===== src/design/mul_pkg.sv =====
/* Dadda multiplier shared definitions */
package mul_pkg;

    localparam int OPERAND_W = 32;
    localparam int HALF_W    = 16;
    localparam int QUARTER_W = 8;

    // operand as two's complement at the top, as a magnitude inside the core
    typedef logic [OPERAND_W-1:0]   operand_t;

    // low word of the product
    typedef logic [OPERAND_W-1:0]   result_t;

    typedef logic [HALF_W-1:0]      half_t;
    typedef logic [QUARTER_W-1:0]   quarter_t;

    // full-width products of the 8x8 and 16x16 units
    typedef logic [2*QUARTER_W-1:0] prod16_t;
    typedef logic [2*HALF_W-1:0]    prod32_t;

    // full adder cell, sum output
    function automatic logic fa_sum(input logic a, input logic b, input logic c);
        return a ^ b ^ c;
    endfunction

    // full adder cell, carry output
    function automatic logic fa_carry(input logic a, input logic b, input logic c);
        return (a & b) | (a & c) | (b & c);
    endfunction

    // half adder cell
    function automatic logic ha_sum(input logic a, input logic b);
        return a ^ b;
    endfunction

    function automatic logic ha_carry(input logic a, input logic b);
        return a & b;
    endfunction

endpackage


===== src/design/dadda_8x8.sv =====
/* Unsigned 8x8 Dadda multiplier */
`timescale 1ns/1ns

module dadda_8x8 (
    input  mul_pkg::quarter_t a_i,
    input  mul_pkg::quarter_t b_i,
    output mul_pkg::prod16_t  p_o
);

    // dot[r][c] carries weight r + c, row r is one bit of b
    logic [mul_pkg::QUARTER_W-1:0] dot [mul_pkg::QUARTER_W];

    logic [5:0]  s1, c1;
    logic [13:0] s2, c2;
    logic [9:0]  s3, c3;
    logic [11:0] s4, c4;
    logic [12:0] c5;

    always_comb begin
        for (int r = 0; r < mul_pkg::QUARTER_W; r++) begin
            dot[r] = a_i & {mul_pkg::QUARTER_W{b_i[r]}};
        end
    end

    // height 8 to 6, columns 6 to 9
    assign s1[0] = mul_pkg::ha_sum(dot[6][0], dot[5][1]);
    assign c1[0] = mul_pkg::ha_carry(dot[6][0], dot[5][1]);
    assign s1[1] = mul_pkg::fa_sum(dot[7][0], dot[6][1], dot[5][2]);
    assign c1[1] = mul_pkg::fa_carry(dot[7][0], dot[6][1], dot[5][2]);
    assign s1[2] = mul_pkg::ha_sum(dot[4][3], dot[3][4]);
    assign c1[2] = mul_pkg::ha_carry(dot[4][3], dot[3][4]);
    assign s1[3] = mul_pkg::fa_sum(dot[7][1], dot[6][2], dot[5][3]);
    assign c1[3] = mul_pkg::fa_carry(dot[7][1], dot[6][2], dot[5][3]);
    assign s1[4] = mul_pkg::ha_sum(dot[4][4], dot[3][5]);
    assign c1[4] = mul_pkg::ha_carry(dot[4][4], dot[3][5]);
    assign s1[5] = mul_pkg::fa_sum(dot[7][2], dot[6][3], dot[5][4]);
    assign c1[5] = mul_pkg::fa_carry(dot[7][2], dot[6][3], dot[5][4]);

    // height 6 to 4
    assign s2[0]  = mul_pkg::ha_sum(dot[4][0], dot[3][1]);
    assign c2[0]  = mul_pkg::ha_carry(dot[4][0], dot[3][1]);
    assign s2[1]  = mul_pkg::fa_sum(dot[5][0], dot[4][1], dot[3][2]);
    assign c2[1]  = mul_pkg::fa_carry(dot[5][0], dot[4][1], dot[3][2]);
    assign s2[2]  = mul_pkg::ha_sum(dot[2][3], dot[1][4]);
    assign c2[2]  = mul_pkg::ha_carry(dot[2][3], dot[1][4]);
    assign s2[3]  = mul_pkg::fa_sum(s1[0], dot[4][2], dot[3][3]);
    assign c2[3]  = mul_pkg::fa_carry(s1[0], dot[4][2], dot[3][3]);
    assign s2[4]  = mul_pkg::fa_sum(dot[2][4], dot[1][5], dot[0][6]);
    assign c2[4]  = mul_pkg::fa_carry(dot[2][4], dot[1][5], dot[0][6]);
    assign s2[5]  = mul_pkg::fa_sum(s1[1], s1[2], c1[0]);
    assign c2[5]  = mul_pkg::fa_carry(s1[1], s1[2], c1[0]);
    assign s2[6]  = mul_pkg::fa_sum(dot[2][5], dot[1][6], dot[0][7]);
    assign c2[6]  = mul_pkg::fa_carry(dot[2][5], dot[1][6], dot[0][7]);
    assign s2[7]  = mul_pkg::fa_sum(s1[3], s1[4], c1[1]);
    assign c2[7]  = mul_pkg::fa_carry(s1[3], s1[4], c1[1]);
    assign s2[8]  = mul_pkg::fa_sum(c1[2], dot[2][6], dot[1][7]);
    assign c2[8]  = mul_pkg::fa_carry(c1[2], dot[2][6], dot[1][7]);
    assign s2[9]  = mul_pkg::fa_sum(s1[5], c1[3], c1[4]);
    assign c2[9]  = mul_pkg::fa_carry(s1[5], c1[3], c1[4]);
    assign s2[10] = mul_pkg::fa_sum(dot[4][5], dot[3][6], dot[2][7]);
    assign c2[10] = mul_pkg::fa_carry(dot[4][5], dot[3][6], dot[2][7]);
    assign s2[11] = mul_pkg::fa_sum(dot[7][3], c1[5], dot[6][4]);
    assign c2[11] = mul_pkg::fa_carry(dot[7][3], c1[5], dot[6][4]);
    assign s2[12] = mul_pkg::fa_sum(dot[5][5], dot[4][6], dot[3][7]);
    assign c2[12] = mul_pkg::fa_carry(dot[5][5], dot[4][6], dot[3][7]);
    assign s2[13] = mul_pkg::fa_sum(dot[7][4], dot[6][5], dot[5][6]);
    assign c2[13] = mul_pkg::fa_carry(dot[7][4], dot[6][5], dot[5][6]);

    // height 4 to 3
    assign s3[0] = mul_pkg::ha_sum(dot[3][0], dot[2][1]);
    assign c3[0] = mul_pkg::ha_carry(dot[3][0], dot[2][1]);
    assign s3[1] = mul_pkg::fa_sum(s2[0], dot[2][2], dot[1][3]);
    assign c3[1] = mul_pkg::fa_carry(s2[0], dot[2][2], dot[1][3]);
    assign s3[2] = mul_pkg::fa_sum(s2[1], s2[2], c2[0]);
    assign c3[2] = mul_pkg::fa_carry(s2[1], s2[2], c2[0]);
    assign s3[3] = mul_pkg::fa_sum(c2[1], c2[2], s2[3]);
    assign c3[3] = mul_pkg::fa_carry(c2[1], c2[2], s2[3]);
    assign s3[4] = mul_pkg::fa_sum(c2[3], c2[4], s2[5]);
    assign c3[4] = mul_pkg::fa_carry(c2[3], c2[4], s2[5]);
    assign s3[5] = mul_pkg::fa_sum(c2[5], c2[6], s2[7]);
    assign c3[5] = mul_pkg::fa_carry(c2[5], c2[6], s2[7]);
    assign s3[6] = mul_pkg::fa_sum(c2[7], c2[8], s2[9]);
    assign c3[6] = mul_pkg::fa_carry(c2[7], c2[8], s2[9]);
    assign s3[7] = mul_pkg::fa_sum(c2[9], c2[10], s2[11]);
    assign c3[7] = mul_pkg::fa_carry(c2[9], c2[10], s2[11]);
    assign s3[8] = mul_pkg::fa_sum(c2[11], c2[12], s2[13]);
    assign c3[8] = mul_pkg::fa_carry(c2[11], c2[12], s2[13]);
    assign s3[9] = mul_pkg::fa_sum(dot[7][5], dot[6][6], dot[5][7]);
    assign c3[9] = mul_pkg::fa_carry(dot[7][5], dot[6][6], dot[5][7]);

    // height 3 to 2
    assign s4[0]  = mul_pkg::ha_sum(dot[2][0], dot[1][1]);
    assign c4[0]  = mul_pkg::ha_carry(dot[2][0], dot[1][1]);
    assign s4[1]  = mul_pkg::fa_sum(s3[0], dot[1][2], dot[0][3]);
    assign c4[1]  = mul_pkg::fa_carry(s3[0], dot[1][2], dot[0][3]);
    assign s4[2]  = mul_pkg::fa_sum(c3[0], s3[1], dot[0][4]);
    assign c4[2]  = mul_pkg::fa_carry(c3[0], s3[1], dot[0][4]);
    assign s4[3]  = mul_pkg::fa_sum(c3[1], s3[2], dot[0][5]);
    assign c4[3]  = mul_pkg::fa_carry(c3[1], s3[2], dot[0][5]);
    assign s4[4]  = mul_pkg::fa_sum(c3[2], s3[3], s2[4]);
    assign c4[4]  = mul_pkg::fa_carry(c3[2], s3[3], s2[4]);
    assign s4[5]  = mul_pkg::fa_sum(c3[3], s3[4], s2[6]);
    assign c4[5]  = mul_pkg::fa_carry(c3[3], s3[4], s2[6]);
    assign s4[6]  = mul_pkg::fa_sum(c3[4], s3[5], s2[8]);
    assign c4[6]  = mul_pkg::fa_carry(c3[4], s3[5], s2[8]);
    assign s4[7]  = mul_pkg::fa_sum(c3[5], s3[6], s2[10]);
    assign c4[7]  = mul_pkg::fa_carry(c3[5], s3[6], s2[10]);
    assign s4[8]  = mul_pkg::fa_sum(c3[6], s3[7], s2[12]);
    assign c4[8]  = mul_pkg::fa_carry(c3[6], s3[7], s2[12]);
    assign s4[9]  = mul_pkg::fa_sum(c3[7], s3[8], dot[4][7]);
    assign c4[9]  = mul_pkg::fa_carry(c3[7], s3[8], dot[4][7]);
    assign s4[10] = mul_pkg::fa_sum(c3[8], s3[9], c2[13]);
    assign c4[10] = mul_pkg::fa_carry(c3[8], s3[9], c2[13]);
    assign s4[11] = mul_pkg::fa_sum(c3[9], dot[7][6], dot[6][7]);
    assign c4[11] = mul_pkg::fa_carry(c3[9], dot[7][6], dot[6][7]);

    // final ripple, two rows into one
    assign p_o[0] = dot[0][0];
    assign p_o[1] = mul_pkg::ha_sum(dot[1][0], dot[0][1]);
    assign c5[0]  = mul_pkg::ha_carry(dot[1][0], dot[0][1]);
    assign p_o[2] = mul_pkg::fa_sum(s4[0], dot[0][2], c5[0]);
    assign c5[1]  = mul_pkg::fa_carry(s4[0], dot[0][2], c5[0]);

    for (genvar k = 3; k < 14; k++) begin : g_ripple
        assign p_o[k]  = mul_pkg::fa_sum(c4[k-3], s4[k-2], c5[k-2]);
        assign c5[k-1] = mul_pkg::fa_carry(c4[k-3], s4[k-2], c5[k-2]);
    end

    assign p_o[14] = mul_pkg::fa_sum(c4[11], dot[7][7], c5[12]);
    assign p_o[15] = mul_pkg::fa_carry(c4[11], dot[7][7], c5[12]);

endmodule


===== src/design/dadda_16x16.sv =====
/* Unsigned 16x16 multiplier from 8x8 trees */
`timescale 1ns/1ns

module dadda_16x16 (
    input  mul_pkg::half_t   a_i,
    input  mul_pkg::half_t   b_i,
    output mul_pkg::prod32_t p_o
);

    mul_pkg::prod16_t ll, lh, hl, hh;

    // top row of the carry-save stage, columns 8 to 23
    mul_pkg::half_t row0;
    mul_pkg::half_t s1, c1;
    logic [21:0]    c2;

    dadda_8x8 u_ll (
        .a_i (a_i[7:0]),
        .b_i (b_i[7:0]),
        .p_o (ll)
    );

    dadda_8x8 u_lh (
        .a_i (a_i[7:0]),
        .b_i (b_i[15:8]),
        .p_o (lh)
    );

    dadda_8x8 u_hl (
        .a_i (a_i[15:8]),
        .b_i (b_i[7:0]),
        .p_o (hl)
    );

    dadda_8x8 u_hh (
        .a_i (a_i[15:8]),
        .b_i (b_i[15:8]),
        .p_o (hh)
    );

    assign p_o[7:0] = ll[7:0];

    // high x high enters where the low x low tree ends
    assign row0 = {hh[7:0], ll[15:8]};

    for (genvar k = 0; k < 16; k++) begin : g_csa
        assign s1[k] = mul_pkg::fa_sum(row0[k], lh[k], hl[k]);
        assign c1[k] = mul_pkg::fa_carry(row0[k], lh[k], hl[k]);
    end

    assign p_o[8] = s1[0];
    assign p_o[9] = mul_pkg::ha_sum(s1[1], c1[0]);
    assign c2[0]  = mul_pkg::ha_carry(s1[1], c1[0]);

    for (genvar k = 2; k < 16; k++) begin : g_merge
        assign p_o[k+8] = mul_pkg::fa_sum(s1[k], c1[k-1], c2[k-2]);
        assign c2[k-1]  = mul_pkg::fa_carry(s1[k], c1[k-1], c2[k-2]);
    end

    assign p_o[24] = mul_pkg::fa_sum(hh[8], c1[15], c2[14]);
    assign c2[15]  = mul_pkg::fa_carry(hh[8], c1[15], c2[14]);

    // carry tail through the upper bits of high x high
    for (genvar k = 25; k < 31; k++) begin : g_tail
        assign p_o[k]  = mul_pkg::ha_sum(hh[k-16], c2[k-10]);
        assign c2[k-9] = mul_pkg::ha_carry(hh[k-16], c2[k-10]);
    end

    // the product fits in 32 bits, so the last carry is always zero
    assign p_o[31] = mul_pkg::ha_sum(hh[15], c2[21]);

endmodule


===== src/design/mul32_core.sv =====
/* Two-stage 32x32 magnitude multiplier */
`timescale 1ns/1ns

module mul32_core (
    input  logic              clk,
    input  logic              rst_n,
    input  mul_pkg::operand_t mag_a_i,
    input  mul_pkg::operand_t mag_b_i,
    output mul_pkg::result_t  mag_product_o
);

    mul_pkg::prod32_t p_ll, p_hl, p_lh;

    // stage one adds the upper half of low x low to high-a x low-b
    mul_pkg::half_t             s1_hi;
    logic [mul_pkg::HALF_W-2:0] c1;

    // pipeline register
    mul_pkg::result_t sum_q;
    mul_pkg::half_t   a_lo_q;
    mul_pkg::half_t   b_hi_q;

    // stage two adds low-a x high-b to the registered sum
    mul_pkg::half_t             s2_hi;
    logic [mul_pkg::HALF_W-2:0] c2;

    dadda_16x16 u_ll (
        .a_i (mag_a_i[15:0]),
        .b_i (mag_b_i[15:0]),
        .p_o (p_ll)
    );

    dadda_16x16 u_hl (
        .a_i (mag_a_i[31:16]),
        .b_i (mag_b_i[15:0]),
        .p_o (p_hl)
    );

    assign s1_hi[0] = mul_pkg::ha_sum(p_ll[16], p_hl[0]);
    assign c1[0]    = mul_pkg::ha_carry(p_ll[16], p_hl[0]);

    for (genvar k = 1; k < 15; k++) begin : g_stage1
        assign s1_hi[k] = mul_pkg::fa_sum(p_ll[k+16], p_hl[k], c1[k-1]);
        assign c1[k]    = mul_pkg::fa_carry(p_ll[k+16], p_hl[k], c1[k-1]);
    end

    // carry out of bit 31 is beyond the result word
    assign s1_hi[15] = mul_pkg::fa_sum(p_ll[31], p_hl[15], c1[14]);

    always_ff @(posedge clk) begin
        if (!rst_n) begin
            sum_q  <= '0;
            a_lo_q <= '0;
            b_hi_q <= '0;
        end else begin
            sum_q  <= {s1_hi, p_ll[15:0]};
            a_lo_q <= mag_a_i[15:0];
            b_hi_q <= mag_b_i[31:16];
        end
    end

    dadda_16x16 u_lh (
        .a_i (a_lo_q),
        .b_i (b_hi_q),
        .p_o (p_lh)
    );

    // only the low half of the third product lands below bit 32
    assign s2_hi[0] = mul_pkg::ha_sum(sum_q[16], p_lh[0]);
    assign c2[0]    = mul_pkg::ha_carry(sum_q[16], p_lh[0]);

    for (genvar k = 1; k < 15; k++) begin : g_stage2
        assign s2_hi[k] = mul_pkg::fa_sum(sum_q[k+16], p_lh[k], c2[k-1]);
        assign c2[k]    = mul_pkg::fa_carry(sum_q[k+16], p_lh[k], c2[k-1]);
    end

    assign s2_hi[15] = mul_pkg::fa_sum(sum_q[31], p_lh[15], c2[14]);

    assign mag_product_o = {s2_hi, sum_q[15:0]};

    // cleared registers must also zero the second-stage tree
    a_pipe_cleared: assert property (
        @(posedge clk) !rst_n |=> (sum_q == '0 && a_lo_q == '0 && b_hi_q == '0
                                   && p_lh == '0)
    ) else $error("pipeline not cleared after reset");

endmodule


===== src/design/signed_mul32.sv =====
/* Signed 32x32 multiplier, low word */
`timescale 1ns/1ns

module signed_mul32 (
    input  logic              clk,
    input  logic              rst_n,
    input  mul_pkg::operand_t a_i,
    input  mul_pkg::operand_t b_i,
    output mul_pkg::result_t  product_o
);

    mul_pkg::operand_t mag_a;
    mul_pkg::operand_t mag_b;
    mul_pkg::result_t  mag_product;

    // result sign, travels with the core pipeline register
    logic sign_q;

    // the most negative value maps onto the unsigned magnitude 2^31
    assign mag_a = a_i[mul_pkg::OPERAND_W-1] ? ~a_i + 1'b1 : a_i;
    assign mag_b = b_i[mul_pkg::OPERAND_W-1] ? ~b_i + 1'b1 : b_i;

    always_ff @(posedge clk) begin
        if (!rst_n) begin
            sign_q <= 1'b0;
        end else begin
            sign_q <= a_i[mul_pkg::OPERAND_W-1] ^ b_i[mul_pkg::OPERAND_W-1];
        end
    end

    mul32_core u_core (
        .clk           (clk),
        .rst_n         (rst_n),
        .mag_a_i       (mag_a),
        .mag_b_i       (mag_b),
        .mag_product_o (mag_product)
    );

    assign product_o = sign_q ? ~mag_product + 1'b1 : mag_product;

    a_reset_zero: assert property (
        @(posedge clk) !rst_n |=> product_o == '0
    ) else $error("product not zero after reset");

endmodule


===== config.mk =====
export PLATFORM = sky130hd
export DESIGN_NAME = signed_mul32
export DESIGN_NICKNAME = d
export VERILOG_FILES = /design/src/design/mul_pkg.sv /design/src/design/dadda_8x8.sv /design/src/design/dadda_16x16.sv /design/src/design/mul32_core.sv /design/src/design/signed_mul32.sv
export SDC_FILE = /design/constraint.sdc
export NUM_CORES = 1
export LEC_CHECK = 0
export BUFFER_PORTS_ARGS = -buffer_cell sky130_fd_sc_hd__buf_2
export CORE_ASPECT_RATIO = 1.4
export CORE_MARGIN = 2
export CORE_UTILIZATION = 55
export DETAILED_ROUTE_END_ITERATION = 10
export GPL_TIMING_DRIVEN = 0
export PLACE_DENSITY_LB_ADDON = 0.12
export SLEW_MARGIN = 0
export SYNTH_ARGS = -nofsm -noshare
export SYNTH_HDL_FRONTEND = slang
export SYNTH_SLANG_ARGS = --single-unit

===== constraint.sdc =====
create_clock -name clk -period 25.3 [get_ports clk]
set_clock_uncertainty 0.1 [all_clocks]
set_input_delay 0 -clock clk [delete_from_list [all_inputs] [get_ports clk]]
set_output_delay 0 -clock clk [all_outputs]
set_load 0.01 [all_outputs]

### Yosys cells after proc, flatten, opt, wreduce, memory -nomap -nowiden

Cells that the tools add are included.

| word-level totals | value |
|---|---|
| input bits | 66 |
| flip-flop bits (word level) | 65 |

| operators by class | value |
|---|---|
| reduce and logical (&&, ||, !) cells | 1 |
| bitwise operators | 3332 |
| muxes and demuxes | 3 |
| $add $sub $neg | 3 |

Operators by type and width:

| cell | count |
|---|---|
| bitwise AND 1 bit | 1380 |
| XOR 1 bit | 1011 |
| bitwise OR 1 bit | 862 |
| bitwise AND 8 bit | 52 |
| adder 32 x 1 -> 32 bit, second input constant | 3 |
| inverter 32 bit | 3 |
| two-way mux 32 bit | 2 |
| two-way mux 31 bit | 1 |
| bitwise AND 7 bit | 4 |
| bitwise AND 6 bit | 4 |
| bitwise AND 5 bit | 4 |
| bitwise AND 4 bit | 4 |
| bitwise AND 3 bit | 4 |
| bitwise AND 2 bit | 4 |
| AND reduction 2 bit | 1 |

### Longest topological paths before layout

| logic depth | value |
|---|---|
| word-level depth | 97 |
| mapped depth | 61 |

### Cells and area by module

Synthesis repeated with hierarchy kept, for this count alone.

| second synthesis, totals | value |
|---|---|
| cells, all modules | 2639 |
| area total of the unflattened synthesis | 26041.2 sq um |

Modules (own cells, without submodules):

| module | area each (sq um) | times used | cells each | seq. area each (sq um) |
|---|---|---|---|---|
| dadda_8x8 | 1599.0 | 12 | 166 | 0.0 |
| mul32_core | 2459.9 | 1 | 183 | 1281.2 |
| dadda_16x16 | 792.0 | 3 | 59 | 0.0 |
| signed_mul32 | 2016.9 | 1 | 287 | 20.0 |

### Least setup slack after synthesis

OpenSTA, ideal clock, no wires.

| path | value |
|---|---|
| path kind | input to register |
| start point | input port b_i[0] |
| end point | register u_core.sum_q[31] |
| library setup time | 0.115 ns |
| stages on the path | 55 |
| arrival | 15.536 ns |
| buffers on the path | 4 |
| slack | 9.549 ns |
| cell sequence | inv_1 > clkbuf_1 > clkbuf_1 > ha_1 > nand2b_1 > clkbuf_1 > o41ai_1 > xor2_1 > clkbuf_1 > nor2_1 > ha_1 > fa_1 > inv_1 > fa_1 > fa_1 > fa_1 > fa_1 > inv_1 > [... 19 more ...] > fa_1 > fa_1 > fa_1 > fa_1 > fa_1 > fa_1 > fa_1 > inv_1 > fa_1 > fa_1 > fa_1 > xnor2_1 > xnor2_1 > xnor2_1 > xnor3_1 > xnor2_1 > xnor3_1 > and2_1 |

| between the ends | value |
|---|---|
| word-level cells in the longest chain between the ends | 97 |
| elaborated cells on any way between the ends | 2446 |
| those cells by class | add/sub (1); mux (1); bitwise (2444) |

Ends and longest elaborated chain:

| what | line | source |
|---|---|---|
| start, declared | signed_mul32.sv:8 | `input mul_pkg::operand_t b_i,` |
| inverter 32 bit | signed_mul32.sv:21 | `assign mag_b = b_i[mul_pkg::OPERAND_W-1] ? ~b_i + 1'b1 : b_i;` |
| adder 32 x 1 -> 32 bit | signed_mul32.sv:21 |  |
| two-way mux 31 bit * | signed_mul32.sv:21 |  |
| bitwise AND 8 bit | dadda_8x8.sv:21 | `dot[r] = a_i & {mul_pkg::QUARTER_W{b_i[r]}};` |
| XOR 1 bit or bitwise AND 1 bit (tied branches) | mul_pkg.sv:33, mul_pkg.sv:37 |  |
| bitwise AND 1 bit | mul_pkg.sv:28 | `return (a & b) \| (a & c) \| (b & c);` |
| bitwise OR 1 bit (2 in series) | mul_pkg.sv:28 |  |
| bitwise AND 1 bit | mul_pkg.sv:28 |  |
| [... 76 more ...] | n/a |  |
| bitwise OR 1 bit (2 in series) | mul_pkg.sv:28 |  |
| bitwise AND 1 bit | mul_pkg.sv:28 |  |
| bitwise OR 1 bit (2 in series) | mul_pkg.sv:28 |  |
| bitwise AND 1 bit | mul_pkg.sv:28 |  |
| bitwise OR 1 bit (2 in series) | mul_pkg.sv:28 |  |
| bitwise AND 1 bit | mul_pkg.sv:28 |  |
| bitwise OR 1 bit (2 in series) | mul_pkg.sv:28 |  |
| XOR 1 bit * | mul_pkg.sv:23 | `return a ^ b ^ c;` |
| end signal, assigned | mul32_core.sv:56 | `sum_q <= {s1_hi, p_ll[15:0]};` |
| end, declared | mul32_core.sv:19 | `mul_pkg::result_t sum_q;` |

Every way passes the cells marked *; elsewhere a longest branch is shown, timed or not.
A chain may end at the register's enable or synchronous reset.

### Final worst setup path

Ends and elaborated chain as after synthesis.

==> run metrics <==
hold_sp=b_i[18]; clock sink total=65; Hold Path Class=input port to register; gpl congestion=just under 1; Hold Path End=u_core.b_hi_q[2]$_SDFF_PN0_; 1st-iter DRT viols=slightly above 800; maxcap violations=0; cts hold-fix bufs=15; Area Overhead vs Synth=8.01%; Final Hold Viols=0; first-pass GRT wire length=between 80000 and 90000 µm; Synth cell types=39; footprint of the multi-input gates=approximately 15000 µm²; DR WL met3=~2800 µm; Starting Density=between 50 and 60%; Synth Cell Area=around 18000 µm²; DR DRC count=0; Worst Setup SP=b_i[0]; Primary FF master, synth=dfxtp_1; IO Pins=98; wl on met1=approximately 18000 µm; Final min period=between 15 and 20 ns; Worst Path Required=25.43 ns; post-detail-place hpwl=45000 µm; outcome=complete, no violations; die area=34800 µm²; grt total ovfl=0; final core utilization=between 50% and 60%; Via Count=13900; worst-path maximum fanout=10; die span in x=158 µm; Slew HR=8.79%; met2 routed WL=about 28000 µm; post-synthesis sequential area ratio=under 10%; Nets=roughly 2700; Cells after Synth=roughly 2000; IO buf count=94; CTS Buf Count=9; H-tree levels=3; Worst Setup Start Kind=input port; Register Area=roughly 1300 µm²; CORE AREA=between 30000 and 40000 µm²; Critical Path Max Stage Delay=1.08 ns; # rows=~80; vias in the first global route=roughly 15000; largest net degree at the start of global routing=13; Synth Register Bits=65; Slew @ Worst Pin=between 1 and 1.5 ns; setup bufs post-CTS=0; DRT Wirelength=around 53000 µm; setup_tns=0 ns; Via density=5.35; Final ANT Viol Nets=0; post-CTS sizing=0; total track usage=around a third; Crit Path Class=input port to register; CTS Buffer Depth=2; cell mode on critical path=fa_1; FFs w/ async S/R, synth=0%; WP data arrival=about 19 ns; Setup violations, final=0; most common cell after layout, fill and taps aside=inv_1; clock transition at the registers of the reported paths=about 0.05 ns; Die H=approximately 220 µm; Worst setup EP type=register; initial antenna violation count=2; highest metal used=met5; EDFF count, synth=0; commonest non-fill, non-tap cells in the layout=inv_1 (432), fa_1 (431), nor2_1 (326); slowest cell on the critical path=xor2_1; TritonCTS clock tree=built; yosys warns=0; max-slew violations=0; FMAX=53.0 MHz; share of layout cells above drive strength 1=7.48%; RSZ-0062 raised after global routing=no; CTS root buffer=clkbuf_16; Fill cells=3022; Synth Net Count=2611; Mean Syn Cell Area=between 9 and 10 µm²; DRT Pass-1 Iters=7; Tcrit/Tclk final=about 75%; Cells on Worst Hold Path=3; Wirelength per Cell=around 20 µm
through the flow:
stage	worst slack (ns)	cell area [µm²]	hold slack [ns]	instances
finish	6.42	19800	0.0161	2601
global route	5.95	19800	0.0154	2599
floorplan	9.55	18300	0.0652	2028
CTS	6.67	19800	0.000431	2598
detailed placement	6.33	19300	0.226	2567
global placement	6.33	19300	0.218	2567
worst max path at each step:
| stage | endpoint | slack [ns] | cells past startpoint |
|---|---|---|---|
| after floorplan | u_core.sum_q[31]$_SDFF_PN0_ | 9.55 | 55 |
| after global placement | u_core.sum_q[31]$_SDFF_PN0_ | 6.33 | 56 |
| after detailed placement | u_core.sum_q[31]$_SDFF_PN0_ | 6.33 | 56 |
| after CTS | u_core.sum_q[31]$_SDFF_PN0_ | 6.67 | 56 |
| after global routing | u_core.sum_q[31]$_SDFF_PN0_ | 5.95 | 56 |
| final | u_core.sum_q[31]$_SDFF_PN0_ | 6.42 | 56 |
metal layers:
layer | global-route usage, % | vias up
li1 | - | 6135
met5 | 0 | -
met1 | 34.9 | 7088
met4 | 23.0 | 2
met2 | 60.1 | 481
met3 | 3.54 | 219
cell type report:
cell class              count  share of cell area [%]
diodes                      3                  0.0379
plain buffers              85                    1.63
clock buffers              10                    1.21
clock inverters             6                   0.221
inverters                 432                    8.20
multi-input cells        1446                    76.2
flip-flops and latches     65                    6.58
well taps                 445                    2.81
repair buffers            109                    3.14
critical path, delay by kind of cell:
| kind | cells | cell delay [ns] |
|---|---|---|
| simple gates | 3 | 0.33 |
| buf+inv | 12 | 3.02 |
| compound gates | 1 | 0.34 |
| fa+ha+maj | 33 | 12.79 |
| xor+xnor | 7 | 2.49 |
sequential cells by signal, summed over array words and instances (netlist names):
signal and flops:
u_core.a_lo_q 16, u_core.b_hi_q 16, u_core.sum_q 32, sign_q 1
Yosys cell counts (2+ instances only):
| cell | n | area share (%) |
|---|---|---|
| or3_1 | 10 | 0.34 |
| and3_1 | 2 | 0.068 |
| nor3_1 | 12 | 0.33 |
| mux2i_1 | 2 | 0.11 |
| nand2_1 | 74 | 1.5 |
| o41ai_2 | 2 | 0.18 |
| o31ai_1 | 20 | 0.82 |
| o21ai_0 | 32 | 0.87 |
| nand3_1 | 10 | 0.27 |
| inv_1 | 432 | 8.9 |
| dfxtp_1 | 65 | 7.1 |
| nor2_1 | 326 | 6.7 |
| ha_1 | 86 | 5.9 |
| clkbuf_1 | 83 | 1.7 |
| or4_1 | 5 | 0.20 |
| nor4_1 | 10 | 0.34 |
| xor2_1 | 48 | 2.3 |
| xnor2_1 | 102 | 4.9 |
| nand2b_1 | 30 | 1.0 |
| o41ai_1 | 13 | 0.62 |
| nor4_4 | 2 | 0.23 |
| xnor3_1 | 4 | 0.49 |
| or2_2 | 42 | 1.4 |
| nor2b_1 | 32 | 1.1 |
| and2_1 | 136 | 4.6 |
| fa_1 | 431 | 47 |
| nand4_1 | 5 | 0.17 |
cells by family after synthesis:
family / share of synthesized area, %
muxes: 0.109
adders and majority gates: 53.0
buffers and inverters: 10.6
DFF: 7.10
xor gates and xnor gates: 7.75
AOI/OAI and AO/OA: 2.75
and+or+nand+nor: 18.7
Power is not shown: default switching activity piles up to over one toggle a cycle in this logic, so the estimate is an artifact.
